## config.mk

```make
export PLATFORM = sky130hd
export DESIGN_NAME = led_button_io_flat
export DESIGN_NICKNAME = d
export VERILOG_FILES = /design/src/mem_map_pkg.sv /design/src/periph_pkg.sv /design/src/mem_bus_if.sv /design/src/led_button_io.sv /design/src/flat_wrapper.sv
export SDC_FILE = /design/constraint.sdc
export NUM_CORES = 1
export LEC_CHECK = 0
export BUFFER_PORTS_ARGS = -buffer_cell sky130_fd_sc_hd__buf_2
export CELL_PAD_IN_SITES_DETAIL_PLACEMENT = 1
export CELL_PAD_IN_SITES_GLOBAL_PLACEMENT = 1
export CORE_MARGIN = 4
export CORE_UTILIZATION = 19
export CTS_BUF_LIST = sky130_fd_sc_hd__clkbuf_16
export DETAILED_ROUTE_END_ITERATION = 12
export PLACE_DENSITY_LB_ADDON = 0.05
export SLEW_MARGIN = 0
export SYNTH_ARGS = -nofsm -noshare
export SYNTH_HDL_FRONTEND = slang
export SYNTH_SLANG_ARGS = --single-unit
export TNS_END_PERCENT = 20
```

## constraint.sdc

```tcl
create_clock -name CLK -period 1 [get_ports CLK]
set_input_delay 0.05 -clock CLK [delete_from_list [all_inputs] [get_ports CLK]]
set_output_delay 0.05 -clock CLK [all_outputs]
set_load 0.01 [all_outputs]
```

## src/mem_map_pkg.sv

```systemverilog
package mem_map_pkg;

  // full byte-independent word address from the core
  localparam int ADDR_W = 32;

  // region select field, address bits 18..16
  localparam int REGION_W = 3;

  // word offset inside a region, address bits 15..0
  localparam int OFFSET_W = 16;

  // unused upper address bits above the region field
  localparam int ADDR_PAD_W = ADDR_W - REGION_W - OFFSET_W;

  // region map
  // 0..3 image banks, 4..6 unmapped, 7 peripheral window
  typedef enum logic [REGION_W-1:0] {
    IMG0   = 3'd0,
    IMG1   = 3'd1,
    IMG2   = 3'd2,
    IMG3   = 3'd3,
    UNMAP4 = 3'd4,
    UNMAP5 = 3'd5,
    UNMAP6 = 3'd6,
    IO     = 3'd7
  } region_e;

  // bank side of the address, region plus word offset into a bank
  typedef struct packed {
    logic [ADDR_PAD_W-1:0] pad;
    region_e               region;
    logic [OFFSET_W-1:0]   offset;
  } ram_view_t;

  // peripheral side of the address, region plus register index
  typedef struct packed {
    logic [ADDR_PAD_W-1:0] pad;
    region_e               region;
    logic [OFFSET_W-1:0]   reg_idx;
  } io_view_t;

  // one address word, two decodes
  typedef union packed {
    ram_view_t ram_view;
    io_view_t  io_view;
  } mem_addr_u;

endpackage

```

## src/periph_pkg.sv

```systemverilog
package periph_pkg;

  // led register width, low bits of the write word
  localparam int LED_W = 8;

  // register indices inside the peripheral window
  // led register, read and write
  localparam int unsigned REG_LED = 0;
  // push button, read only
  localparam int unsigned REG_BUTTON = 1;

  // flops in the button synchronizer
  localparam int SYNC_STAGES = 2;

endpackage

```

## src/mem_bus_if.sv

```systemverilog
interface mem_bus_if
  import mem_map_pkg::*;
#(
  parameter int DATA_W = 32
);

  // request side, shared by all responders
  mem_addr_u         addr;
  logic [DATA_W-1:0] wdata;
  // one-cycle write strobe
  logic              wren;

  // registered read word, valid one cycle after addr
  logic [DATA_W-1:0] rdata;

  // side that issues the access
  modport requester (
    output addr,
    output wdata,
    output wren,
    input  rdata
  );

  // side that holds the storage
  modport responder (
    input  addr,
    input  wdata,
    input  wren,
    output rdata
  );

endinterface

```

## src/led_button_io.sv

```systemverilog
module led_button_io
  import mem_map_pkg::*;
  import periph_pkg::*;
#(
  parameter int DATA_W = 32
) (
  input  logic             CLK,
  input  logic             rst_n_i,
  mem_bus_if.responder     bus,
  input  logic             button_i,
  output logic [LED_W-1:0] leds_o
);

  // button synchronizer chain, msb is the settled bit
  logic [SYNC_STAGES-1:0] btn_sync_q;
  // write strobe for the led register
  logic                   led_we;
  // register index of the current access
  logic [OFFSET_W-1:0]    reg_idx;

  assign reg_idx = bus.addr.io_view.reg_idx;

  // only region 7, index 0 loads the leds
  // writes to the button index fall through
  assign led_we = bus.wren && (bus.addr.io_view.region == IO) && (reg_idx == REG_LED);

  always_ff @(posedge CLK or negedge rst_n_i) begin
    if (!rst_n_i) begin
      leds_o     <= '0;
      btn_sync_q <= '0;
    end else begin
      if (led_we) begin
        leds_o <= bus.wdata[LED_W-1:0];
      end
      // shift the raw button in at the bottom
      btn_sync_q <= {btn_sync_q[SYNC_STAGES-2:0], button_i};
    end
  end

  // registered read word
  // led read sees the value from before a same-cycle write
  always_ff @(posedge CLK) begin
    if (reg_idx == REG_LED) begin
      bus.rdata <= {{(DATA_W - LED_W){1'b0}}, leds_o};
    end else if (reg_idx == REG_BUTTON) begin
      bus.rdata <= {{(DATA_W - 1){1'b0}}, btn_sync_q[SYNC_STAGES-1]};
    end else begin
      bus.rdata <= '0;
    end
  end

  // leds only move one edge after a decoded led write
  a_led_needs_write : assert property (
    @(posedge CLK) disable iff (!rst_n_i)
    !$stable(leds_o) |-> $past(led_we)
  ) else $error("led_button_io: leds changed without a led write");

  // leds come out of reset dark
  a_led_reset : assert property (
    @(posedge CLK) $rose(rst_n_i) |-> (leds_o == '0)
  ) else $error("led_button_io: leds not cleared by reset");

endmodule

```

## src/flat_wrapper.sv

```systemverilog
// flat-port wrapper written by rule: the top's interface ports become plain ports
module led_button_io_flat import mem_map_pkg::*; import periph_pkg::*;
#(
  parameter int DATA_W = 32
)
  (CLK, rst_n_i, button_i, leds_o, bus_addr, bus_wdata, bus_wren, bus_rdata);
  mem_bus_if #(.DATA_W(DATA_W)) bus_i ();
  input  logic CLK;
  input  logic rst_n_i;
  input  logic button_i;
  output logic [LED_W-1:0] leds_o;
  input wire logic [$bits(bus_i.addr)-1:0] bus_addr;
  input wire logic [$bits(bus_i.wdata)-1:0] bus_wdata;
  input wire logic [$bits(bus_i.wren)-1:0] bus_wren;
  output wire logic [$bits(bus_i.rdata)-1:0] bus_rdata;
  assign bus_i.addr = bus_addr;
  assign bus_i.wdata = bus_wdata;
  assign bus_i.wren = bus_wren;
  assign bus_rdata = bus_i.rdata;
  led_button_io #(.DATA_W(DATA_W)) u_core (.CLK(CLK), .rst_n_i(rst_n_i), .bus(bus_i), .button_i(button_i), .leds_o(leds_o));
endmodule
```

# ---- Yosys cells after proc, flatten, opt, wreduce, memory -nomap -nowiden
# Index checks and enable logic that the tools add are counted.
dict set report word_totals {
  output_inout_bits 40
  reg_bits 42
  in_bits 68
}
dict set report op_classes {
  mux 2
  eq_ne 2
  n_reduce_logical 3
}
# operator count
set ops {}
lappend ops {{16-bit by 1-bit == test with 1-bit output, second input constant} 1}
lappend ops {{16-bit logical NOT} 1}
lappend ops {{8-bit 2-to-1 mux} 1}
lappend ops {{3-bit == test, second input constant} 1}
lappend ops {{1-bit logical AND} 2}
lappend ops {{1-bit 2-to-1 mux} 1}

# ---- Logic depth before layout (Yosys ltp)
# Gate-level depths: netlist of run 1.
dict set report depth {
  word_depth 3
  ltp_mapped 4
  mapped_depth_nobuf 4
}

# ---- Worst setup path after synthesis of run 1
# Ideal clock, no wire load.
dict set report synth_timing {
  kind {input -> register}
  from {input bus_addr[13]}
  to {register u_core.leds_o[0]}
  required_ns 0.875
  path_slack_ns -0.410
  path_buffers 0
  arrival_ns 1.285
  cell_stages 4
  path_cell_list {nor4_1 > nand3_1 > nor4_4 > mux2_2}
}
dict set report synth_between {
  elab_chain_cells 2
}
# element line
set synth_lines {}
lappend synth_lines {{start, declared} flat_wrapper.sv:12} ;# input wire logic [$bits(bus_i.addr)-1:0] bus_addr;
lappend synth_lines {{16-bit logical NOT} led_button_io.sv:25} ;# assign led_we = bus.wren && (bus.addr.io_view.region == IO) && (reg_idx == REG_LED);
lappend synth_lines {{1-bit logical AND} led_button_io.sv:25}
lappend synth_lines {{end signal, assigned} led_button_io.sv:33} ;# leds_o <= bus.wdata[LED_W-1:0];
lappend synth_lines {{end, declared} led_button_io.sv:11} ;# output logic [LED_W-1:0] leds_o
# Every way passes these cells.
# A chain may end at the register's enable or synchronous reset.

# ---- Worst setup path after layout of run 1
dict set report layout_timing {
  from {input bus_addr[13]}
  to {register u_core.leds_o[7]}
}
# Same word-level chain as after synthesis.

==> summary.txt, run 1 <==
Die
  – Site Rows: 23
  – I/O pin count: 108
  – Die extent in y: 73.3 µm
  – Starting Density: 20.0%
  – Width of the die: 73.3 µm
  – Die ar.: 5370 µm²
  – Placeable core region: 4060 µm²

Yosys
  – Count of flip-flops with a built-in enable after synthesis: 0
  – Synth top area share: 30.9%
  – Top FF cell, synth: dfrtp_1
  – Share of the yosys chip area belonging to registers: 50.7%
  – Count of cell types in the netlist: 14
  – Synth top cells by count: 24 x buf_4, 10 x dfrtp_1, 8 x dfxtp_1, 8 x mux2_2, 7 x and2_1
  – Synthesized area: 810 µm²
  – Synth Warn #: 0
  – Synthesis-stage register bit count: 18
  – Average footprint of a synthesized cell: 11.6 µm²
  – Most instantiated library cell after synthesis: buf_4
  – Yosys top cell by area: dfrtp_1
  – Post-synthesis instance total: 70
  – Leading post-synthesis cells by cell area: dfrtp_1 31%, buf_4 22%, dfxtp_1 20%, mux2_2 11%, and2_1 5.4%
  – Asr flop ratio synth: 55.6%

STA
  – Final setup violating endpoints: 8
  – RSZ-0062 raised after global routing: yes
  – Fmax: 851 MHz
  – Sum Neg Setup Slack: -1.25 ns
  – Worst hold slack: 0.0352 ns
  – Fraction of the cycle the final worst path needs: 117%
  – Number of hold violations in the final report: 0
  – Final clock skew: 0.00180 ns
  – Final worst path period need: 1.17 ns
  – Smallest setup slack after layout: -0.175 ns
  – Slew Limit Fails: 0

Placement
  – Post-placement cell area: 1090 µm²
  – HPWL after detailed placement: 1.76 mm
  – # port buffers: 46
  – Inst Count DP: 171
  – GPL Wtd Cong: 0.613
  – Pre-CTS setup slack: -0.486 ns

Critical path
  – Worst Path Max Fanout: 5
  – Crit path capture type: register
  – Critical R2R Capture: u_core.leds_o[5]$_DFFE_PN0P_
  – Required @ worst endpoint: 1.13 ns
  – Arrival time of the worst setup path: 1.31 ns
  – Reg2Reg Setup Slack: 0.21 ns
  – Critical path startpoint category: primary input
  – Setup Crit Path Kind: in -> reg
  – Critical register-to-register path startpoint: u_core.leds_o[5]$_DFFE_PN0P_
  – Depth of the most critical reg-to-reg path: 1

Clocking
  – CTS Buffer Depth: 2
  – CTS sink count: 18
  – Count of H-tree levels built during CTS: 1
  – Number of buffers created by CTS: 3
  – Root cell of the clock tree: clkbuf_16
  – Clock slew at the register clock pins of the worst setup and hold paths: 0.05 ns
  – Clock tree from TritonCTS: done
  – Clock insertion delay at the later pin of the skew report: 0.25 ns

Final layout
  – Post-route core utilization: 30.7%
  – Synthesis-to-finish area growth: 54.1%
  – Antenna cell count: 0
  – Proportion of layout cells with a drive suffix above 1: 53.5%
  – Number of nets in the final layout: 196
  – Final design area excluding fillers: 1250 µm²
  – Post-layout instance count excluding filler cells: 177

Min path
  – Hold path startpoint: bus_wdata[1]
  – WHS Endpoint: u_core.leds_o[1]$_DFFE_PN0P_
  – WHS Path Cells: 2
  – Path class of the lowest-slack min-delay path: in -> reg

Pwr
  – Switching part of the total: 20.9%
  – Share of power burned in combinational logic: 9.1%
  – Leak Pwr: 0.668 nW
  – Relative contribution of sequential cells to total power: 43.5%
  – Total power density per cell area: 1340 nW/µm²
  – Worst VDD drop: 0.716 mV
  – Power share of the clock group: 47.4%
  – P_int: 1.33 mW
  – Overall power consumption: 1.68 mW
  – Psw: 0.350 mW

Global route
  – Number of global-route vias before repair: 673
  – Initial antenna violation count: 0
  – Global-route usage over all layers: 7.99%
  – Largest net degree at the start of global routing: 11
  – Final global-route overflow total: 0
  – Wire length of the first global-routing pass: 3.28 mm

Status
  – Violations in the final reports: negative setup slack
  – Result of the run: finished, violations left

Route
  – Via count: 632
  – Routed length per placed instance: 11.9 µm
  – Count of nets left with antenna violations after detail routing: 0
  – Vias per cell: 3.57
  – Final wirelength: 2.11 mm
  – Iteration count of the initial detailed-routing pass: 2
  – Initial DRC count: 5
  – Residual DRC: 0

Run
  – Max Cap Violations: 0
==> per-layer routing <==
layer	part of all wire (%)	vias up	wire, µm	GRT usage, %
met1	34	295	724	8.56
met3	11	2	232	2.74
met2	53	37	1120	14.6
met4	1.1	0	24	2.46
met5	0	-	0	0
li1	-	298	-	-
==> cell type report <==
type,instances,area [µm²]
fill,469,2810
sequential,18,410
multi-input combinational,51,372
timing repair buffer,54,324
clock buffer,3,75.1
tap,50,62.6
clock inverter,1,3.75
==> power groups by stage <==
| stage | Sequential, mW | Clock, mW | Combinational [mW] |
|---|---|---|---|
| 6_report | 0.729 | 0.795 | 0.152 |
| 5_1_grt | 0.729 | 0.848 | 0.170 |
| 4_1_cts | 0.729 | 0.816 | 0.149 |
| 3_5_place_dp | 0.743 | 0 | 0.134 |
| 3_3_place_gp | 0.743 | 0 | 0.133 |
| 2_1_floorplan | 0.743 | 0 | 0.121 |
==> registers in the layout (all words and copies together), names as in the netlist <==
register and count:
u_core.btn_sync_q 2, u_core.bus.rdata 8, u_core.leds_o 8
==> cell usage in the layout, fill, tap and decap left out, types with 2 or more instances in the layout <==
cell / count
dfrtp_1: 10
conb_1: 24
nor2_1: 2
dlygate4sd3_1: 2
and2_1: 7
nor4_4: 3
buf_2: 42
dfxtp_1: 8
clkbuf_16: 3
buf_4: 5
mux2_4: 7
buf_6: 5
nor3_1: 2
==> cells by family (layout without fill, tap and decap cells) <==
| logic type | after synthesis | in the layout | share of synthesized area, % |
|---|---|---|---|
| buffers and inverters | 24 | 58 | 22.3 |
| and+or+nand+nor | 18 | 18 | 14.2 |
| other | 1 | 24 | 0.463 |
| muxes | 9 | 9 | 12.4 |
| DFF | 18 | 18 | 50.7 |
==> critical path: stages <==
cell and delay (ns):
buf_6 0.09, nor4_4 0.27, nand3_2 0.13, nor4_4 0.26, buf_6 0.17, mux2_2 0.33
==> timing repair <==
| item | in CTS | in global routing |
|---|---|---|
| hold buffers | 2 | 0 |
| buffers inserted | 0 | 0 |
| pin swaps | 1 | 0 |
| endpoints found under the setup margin | 8 | 15 |
| hold endpoints to repair | 11 | 0 |
| resized for setup | 6 | 6 |
==> how the worst max path moves through the flow <==
stage,startpoint,end,slack (ns)
finish,bus_addr[13],u_core.leds_o[7]$_DFFE_PN0P_,-0.17
floorplan,bus_addr[13],u_core.leds_o[0]$_DFFE_PN0P_,-0.39
detailed placement,bus_addr[13],u_core.leds_o[4]$_DFFE_PN0P_,-0.49
CTS,bus_addr[9],u_core.leds_o[5]$_DFFE_PN0P_,-0.21
global route,bus_addr[13],u_core.leds_o[7]$_DFFE_PN0P_,-0.25
global placement,bus_addr[9],u_core.leds_o[7]$_DFFE_PN0P_,-0.46
Power figures use the tool's default switching activity.
==> run 2, diff against run 1 <==
ABC_AREA = 1   (was unset)
CORE_UTILIZATION = 20   (was 19)
==> run 2 against run 1 <==
Compared with the run above:
- the flow now finishes without violations
- register-to-register slack gained 0.02 ns
- area after synthesis increased by 14%
- sequential share of layout area stayed put
- clock-buffer cell count did not move
- critical path depth down 5
- design area did not move
- core utilization down 2.5 points
- clock power grew 2%
- hold slack better by 0.026 ns
- combinational power fell by 6%
- synthesized cell count up 59%
- power is 0.29% higher
- largest power group unchanged
- highest routed layer unchanged
==> summary.txt, run 2 <==
Global route
  – Wire length of the first global-routing pass: 3.71 mm (+13%)
  – Final global-route overflow total: 0 (unchanged)
  – Number of global-route vias before repair: 829 (+23%)
  – Largest net degree at the start of global routing: 11 (unchanged)
  – Initial antenna violation count: 0 (unchanged)
  – Global-route usage over all layers: 8.51% (+0.52 points)

Pwr
  – Switching part of the total: 21.8% (+0.89 points)
  – Power share of the clock group: 48.1% (+0.7 points)
  – Relative contribution of sequential cells to total power: 43.3% (-0.2 points)
  – Leak Pwr: 0.690 nW (+3.2%)
  – Share of power burned in combinational logic: 8.5% (-0.6 points)
  – Total power density per cell area: 1350 nW/µm² (+0.29%)
  – P_int: 1.32 mW (-0.84%)
  – Worst VDD drop: 0.475 mV (-34%)
  – Psw: 0.366 mW (+4.5%)
  – Overall power consumption: 1.68 mW (+0.29%)

Yosys
  – Post-synthesis instance total: 111 (+59%)
  – Most instantiated library cell after synthesis: buf_4
  – Count of flip-flops with a built-in enable after synthesis: 0 (unchanged)
  – Synth Warn #: 0 (unchanged)
  – Synth top area share: 27.2% (-3.7 points)
  – Synth top cells by count: 25 x buf_4, 23 x nand2_1, 14 x nor2_1, 11 x inv_1, 10 x dfrtp_1
  – Asr flop ratio synth: 55.6% (unchanged)
  – Synthesized area: 921 µm² (+14%)
  – Average footprint of a synthesized cell: 8.30 µm² (-28%)
  – Leading post-synthesis cells by cell area: dfrtp_1 27%, buf_4 20%, dfxtp_1 17%, nand2_1 9.4%, nor2_1 5.7%
  – Synthesis-stage register bit count: 18 (unchanged)
  – Yosys top cell by area: dfrtp_1
  – Share of the yosys chip area belonging to registers: 44.6% (-6.1 points)
  – Top FF cell, synth: dfrtp_1
  – Count of cell types in the netlist: 15 (+1)

Route
  – Initial DRC count: 35 (+30)
  – Vias per cell: 3.78 (+6.0%)
  – Count of nets left with antenna violations after detail routing: 0 (unchanged)
  – Routed length per placed instance: 11.1 µm (-6.9%)
  – Via count: 825 (+31%)
  – Residual DRC: 0 (unchanged)
  – Final wirelength: 2.42 mm (+15%)
  – Iteration count of the initial detailed-routing pass: 2 (unchanged)

Status
  – Result of the run: finished, final reports clean

Critical path
  – Slowest cell on the critical path: dfrtp_1
  – Count of buffering cells on the critical path with inverters included: 1 (-1)
  – Crit path capture type: output pin
  – Critical path startpoint category: register
  – Critical path cell sequence: buf_2
  – Worst Path Max Fanout: 3 (-2)
  – Arrival time of the worst setup path: 0.80 ns (-0.51 ns)
  – Cell class contributing the biggest share of worst-path delay: flip-flops
  – Largest stage delay on the critical path: 0.40 ns (+0.07 ns)
  – Required @ worst endpoint: 0.95 ns (-0.18 ns)
  – Setup Crit Path Kind: reg -> out

STA
  – Final setup violating endpoints: 0 (-8)
  – Final clock skew: 0.00190 ns (+0.000105 ns)
  – Fmax: 1180 MHz (+39%)
  – Final worst path period need: 0.847 ns (-0.328 ns)
  – Number of hold violations in the final report: 0 (unchanged)
  – Fraction of the cycle the final worst path needs: 84.7% (-33 points)
  – Worst hold slack: 0.0613 ns (+0.0261 ns)
  – Sum Neg Setup Slack: 0 ns (+1.25 ns)
  – RSZ-0062 raised after global routing: no
  – Slew Limit Fails: 0 (unchanged)

Clocking
  – Clock tree from TritonCTS: done
  – Clock insertion delay at the later pin of the skew report: 0.24 ns (about the same)
  – CTS Buffer Depth: 2 (unchanged)
  – Number of buffers created by CTS: 3 (unchanged)
  – Post-CTS setup buffers: 0 (unchanged)
  – Root cell of the clock tree: clkbuf_16
  – Count of H-tree levels built during CTS: 1 (unchanged)
  – CTS sink count: 18 (unchanged)
  – Clock slew at the register clock pins of the worst setup and hold paths: 0.06 ns (about the same)

Final layout
  – Top flop regs: u_core.bus.rdata: 8 flops, u_core.leds_o: 8 flops, u_core.btn_sync_q: 2 flops
  – Proportion of layout cells with a drive suffix above 1: 38.0% (-16 points)
  – Number of nets in the final layout: 235 (+20%)
  – Synthesis-to-finish area growth: 35.5%
  – Antenna cell count: 0 (unchanged)
  – Post-layout instance count excluding filler cells: 218 (+23%)
  – Highest-count cells in the layout ignoring fill and taps: 46 x buf_2, 24 x conb_1, 23 x nand2_1
  – Most common cell after layout, fill and taps aside: buf_2
  – Post-route core utilization: 28.3% (-2.5 points)

Placement
  – # port buffers: 46 (unchanged)
  – HPWL after detailed placement: 1.98 mm (+13%)
  – GPL Wtd Cong: 0.632 (+3.2%)
  – Inst Count DP: 212 (+24%)

Die
  – I/O pin count: 108 (unchanged)
  – Site Rows: 24 (+4.3%)
  – Starting Density: 20.9% (+0.91 points)
  – Width of the die: 75.9 µm (+3.5%)
  – Placeable core region: 4410 µm² (+8.8%)
  – Die ar.: 5750 µm² (+7.2%)
  – Die extent in y: 75.9 µm (+3.5%)

Min path
  – Path class of the lowest-slack min-delay path: in -> reg

Run
  – Max Cap Violations: 0 (unchanged)
[run 2: cell types whose count changed after synthesis, sizes merged]
cell and change:
nor3 -2, and2 -7, buf +2, nor2 +17, mux2 -8, inv +11, mux2i -1, nor4 -3
nand2 +23, nand3 +2, nand4 +7
[run 2: cell type report]
type | instances | area, µm²
Clock buffer | 3 | 75.1
Inverter | 11 | 41.3
Sequential cell | 18 | 410
Clock inverter | 1 | 3.75
Fill cell | 551 | 3170
Timing Repair Buffer | 54 | 295
Multi-Input combinational cell | 79 | 357
Tap cell | 52 | 65.1
[run 2: repair_timing]
item                       4_1_cts  5_1_grt
resized for setup                0        0
hold endpoints to repair        11        0
setup endpoints to repair        0        0
hold buffers                     2        0
[run 2: cell families (layout without fill, tap and decap cells)]
logic type,after synthesis,count (layout),synth area share [%]
other,1,24,0.407
flip-flops,18,18,44.6
buffers and inverters,37,69,26.1
AND/OR/NAND/NOR,55,55,28.9
[run 2: tightest hold or removal path, delay by kind of cell]
family	cells	cell delay, ns
and+or+nand+nor	2	0.15
buffers and inverters	1	0.08
[run 2: per-stage QoR]
stage               area, µm²  setup WS (ns)
floorplan                1010          0.219
global placement         1150        -0.0535
detailed placement       1150        -0.0990
CTS                      1250          0.141
global route             1250         0.0403
finish                   1250          0.153
[run 2: worst paths after layout]
kind | from | to | cells after the start | slack [ns]
worst max-delay path | u_core.leds_o[0]$_DFFE_PN0P_ | leds_o[0] | 1 | 0.15
worst min-delay path | bus_wdata[7] | u_core.leds_o[7]$_DFFE_PN0P_ | 3 | 0.06
worst max register to register | u_core.btn_sync_q[1]$_DFF_PN0_ | u_core.bus.rdata[0]$_DFF_P_ | 4 | 0.23
worst min register to register | u_core.btn_sync_q[0]$_DFF_PN0_ | u_core.btn_sync_q[1]$_DFF_PN0_ | 0 | 0.35
max in group asynchronous | rst_n_i | u_core.leds_o[0]$_DFFE_PN0P_ | 2 | 0.58
min in group asynchronous | rst_n_i | u_core.leds_o[1]$_DFFE_PN0P_ | 2 | 0.22
[run 2: power groups by stage]
stage | Clock (mW) | Sequential, mW | Combinational, mW
3_3_place_gp | 0 | 0.743 | 0.133
4_1_cts | 0.847 | 0.728 | 0.143
2_1_floorplan | 0 | 0.743 | 0.131
3_5_place_dp | 0 | 0.743 | 0.137
5_1_grt | 0.856 | 0.729 | 0.165
6_report | 0.809 | 0.729 | 0.143
[run 2: layer usage]
layer  share of wire [%]  track usage, %  up-vias  routed length, µm
met5                   0               0        -                  0
li1                    -               -      404                  -
met2                  45            13.6       46               1100
met1                  42            11.4      373               1020
met3                  11            1.72        2                275
met4                 1.1            2.91        0                 27
==> run 3, diff against run 2 <==
clock period = 0.8 ns   (was 1 ns; I/O delays follow)
==> run 3 against run 2 <==
Compared with the run above:
- the flow now finishes with violations (negative setup slack)
- critical path depth unchanged
- design area increased by 3.9%
- clock-buffer cell count did not move
- critical path type unchanged
==> summary.txt, run 3 (same netlist as run 2, synthesis figures left out) <==
Min path
  – Path class of the lowest-slack min-delay path: in -> reg
  – Hold path startpoint: bus_wdata[6]
  – WHS Path Cells: 3 (unchanged)

Clocking
  – Number of buffers created by CTS: 3 (unchanged)
  – CTS Buffer Depth: 2 (unchanged)
  – Clock slew at the register clock pins of the worst setup and hold paths: 0.05 ns (about the same)
  – CTS sink count: 18 (unchanged)
  – Count of H-tree levels built during CTS: 1 (unchanged)
  – Clock tree from TritonCTS: done
  – Clock insertion delay at the later pin of the skew report: 0.25 ns (about the same)
  – Root cell of the clock tree: clkbuf_16

Run
  – Max Cap Violations: 0 (unchanged)

Status
  – Violations in the final reports: negative setup slack
  – Result of the run: finished, violations left

Placement
  – Pre-CTS setup slack: -0.181 ns (-0.0819 ns)
  – Inst Count DP: 210 (-0.94%)
  – # port buffers: 46 (unchanged)
  – HPWL after detailed placement: 1.97 mm (-0.75%)
  – GPL Wtd Cong: 0.647 (+2.3%)

Die
  – Die extent in y: 75.9 µm (unchanged)
  – Die ar.: 5750 µm² (unchanged)
  – I/O pin count: 108 (unchanged)
  – Width of the die: 75.9 µm (unchanged)
  – Placeable core region: 4410 µm² (unchanged)
  – Starting Density: 20.9% (unchanged)
  – Site Rows: 24 (unchanged)

Final layout
  – Proportion of layout cells with a drive suffix above 1: 39.4% (+1.5 points)
  – Number of nets in the final layout: 239 (+1.7%)
  – Most common cell after layout, fill and taps aside: buf_2
  – Antenna cell count: 0 (unchanged)
  – Post-layout instance count excluding filler cells: 222 (+1.8%)
  – Synthesis-to-finish area growth: 40.8%
  – Top flop regs: u_core.bus.rdata: 8 flops, u_core.leds_o: 8 flops, u_core.btn_sync_q: 2 flops
  – Highest-count cells in the layout ignoring fill and taps: 45 x buf_2, 24 x conb_1, 23 x nand2_1

Global route
  – Final global-route overflow total: 0 (unchanged)
  – Global-route usage over all layers: 8.81% (+0.30 points)
  – Initial antenna violation count: 0 (unchanged)
  – Number of global-route vias before repair: 807 (-2.7%)
  – Largest net degree at the start of global routing: 12 (+1)
  – Wire length of the first global-routing pass: 3.73 mm (+0.54%)

Critical path
  – Worst Path Max Fanout: 3 (unchanged)
  – Required @ worst endpoint: 0.76 ns (-0.19 ns)
  – Critical register-to-register path startpoint: u_core.btn_sync_q[1]$_DFF_PN0_
  – Count of buffering cells on the critical path with inverters included: 1 (unchanged)
  – Crit path capture type: output pin
  – Crit path launch: u_core.leds_o[0]$_DFFE_PN0P_
  – Logic depth of the worst setup path including buffers: 1 (unchanged)
  – Largest stage delay on the critical path: 0.40 ns (about the same)
  – Setup Crit Path Kind: reg -> out
  – Arrival time of the worst setup path: 0.80 ns (about the same)
  – Cell class contributing the biggest share of worst-path delay: flip-flops
  – Depth of the most critical reg-to-reg path: 4 (unchanged)
  – Critical path startpoint category: register
  – Critical path cell sequence: buf_2
  – Slowest cell on the critical path: dfrtp_1

STA
  – Final clock skew: 0.00112 ns (-0.000781 ns)
  – Fmax: 1190 MHz
  – Final worst path period need: 0.837 ns
  – Smallest setup slack after layout: -0.0369 ns (-0.190 ns)
  – Final setup violating endpoints: 8 (+8)
  – Fraction of the cycle the final worst path needs: 105%
  – Sum Neg Setup Slack: -0.127 ns (-0.127 ns)
  – Slew Limit Fails: 0 (unchanged)
  – Number of hold violations in the final report: 0 (unchanged)
  – Worst hold slack: 0.0447 ns (-0.0166 ns)
  – RSZ-0062 raised after global routing: yes

Pwr
  – Total power density per cell area: 1630 nW/µm² (+21%)
  – Overall power consumption: 2.11 mW (+25%)
  – Worst VDD drop: 0.580 mV (+22%)
  – Leak Pwr: 0.715 nW (+3.6%)

Route
  – Iteration count of the initial detailed-routing pass: 2 (unchanged)
  – Via count: 838 (+1.6%)
  – Final wirelength: 2.44 mm (+0.79%)
  – Count of nets left with antenna violations after detail routing: 0 (unchanged)
  – Vias per cell: 3.77 (-0.25%)
  – Routed length per placed instance: 11.0 µm (-1.0%)
  – Initial DRC count: 41 (+17%)
  – Residual DRC: 0 (unchanged)
-- run 3: report_power, final --
group,internal (mW),switching [mW]
Sequential,0.910,0.00123
Combinational,0.0699,0.107
Clock,0.665,0.354
-- run 3: per-layer routing --
layer | wire length [µm] | GRT usage (%) | up-vias
met4 | 27 | 4.66 | 0
met5 | 0 | 0 | -
met3 | 291 | 1.72 | 2
met2 | 1150 | 14.4 | 46
li1 | - | - | 413
met1 | 968 | 10.9 | 377
-- run 3: area by class of cell --
class / instances / area, µm²
multi-input combinational: 79 / 357
sequential: 18 / 410
inverter: 11 / 41.3
clock buffer: 3 / 75.1
clock inverter: 1 / 3.75
timing repair buffer: 58 / 344
fill: 548 / 3120
tap: 52 / 65.1
-- run 3: through the flow --
stage | utilization (%) | cell area, µm²
3_5_place_dp | 26.0 | 1150
3_3_place_gp | 26.0 | 1150
4_1_cts | 28.7 | 1270
2_1_floorplan | - | 1010
5_1_grt | 29.4 | 1300
6_report | 29.4 | 1300
-- run 3: repair_timing --
action | CTS | global route
gates cloned | 0 | 0
hold endpoints to repair | 11 | 0
gates resized for setup | 0 | 1
hold buffers | 2 | 0
buffers inserted | 3 | 3
setup endpoints to repair | 8 | 15
-- run 3: path summary, 6_finish.rpt --
check / endpoint / slack [ns]
worst max-delay path: leds_o[0] / -0.04
worst min-delay path: u_core.leds_o[6]$_DFFE_PN0P_ / 0.04
worst max register to register: u_core.bus.rdata[0]$_DFF_P_ / 0.03
worst min register to register: u_core.btn_sync_q[1]$_DFF_PN0_ / 0.35
max in group asynchronous: u_core.btn_sync_q[0]$_DFF_PN0_ / 0.42
min in group asynchronous: u_core.leds_o[6]$_DFFE_PN0P_ / 0.18
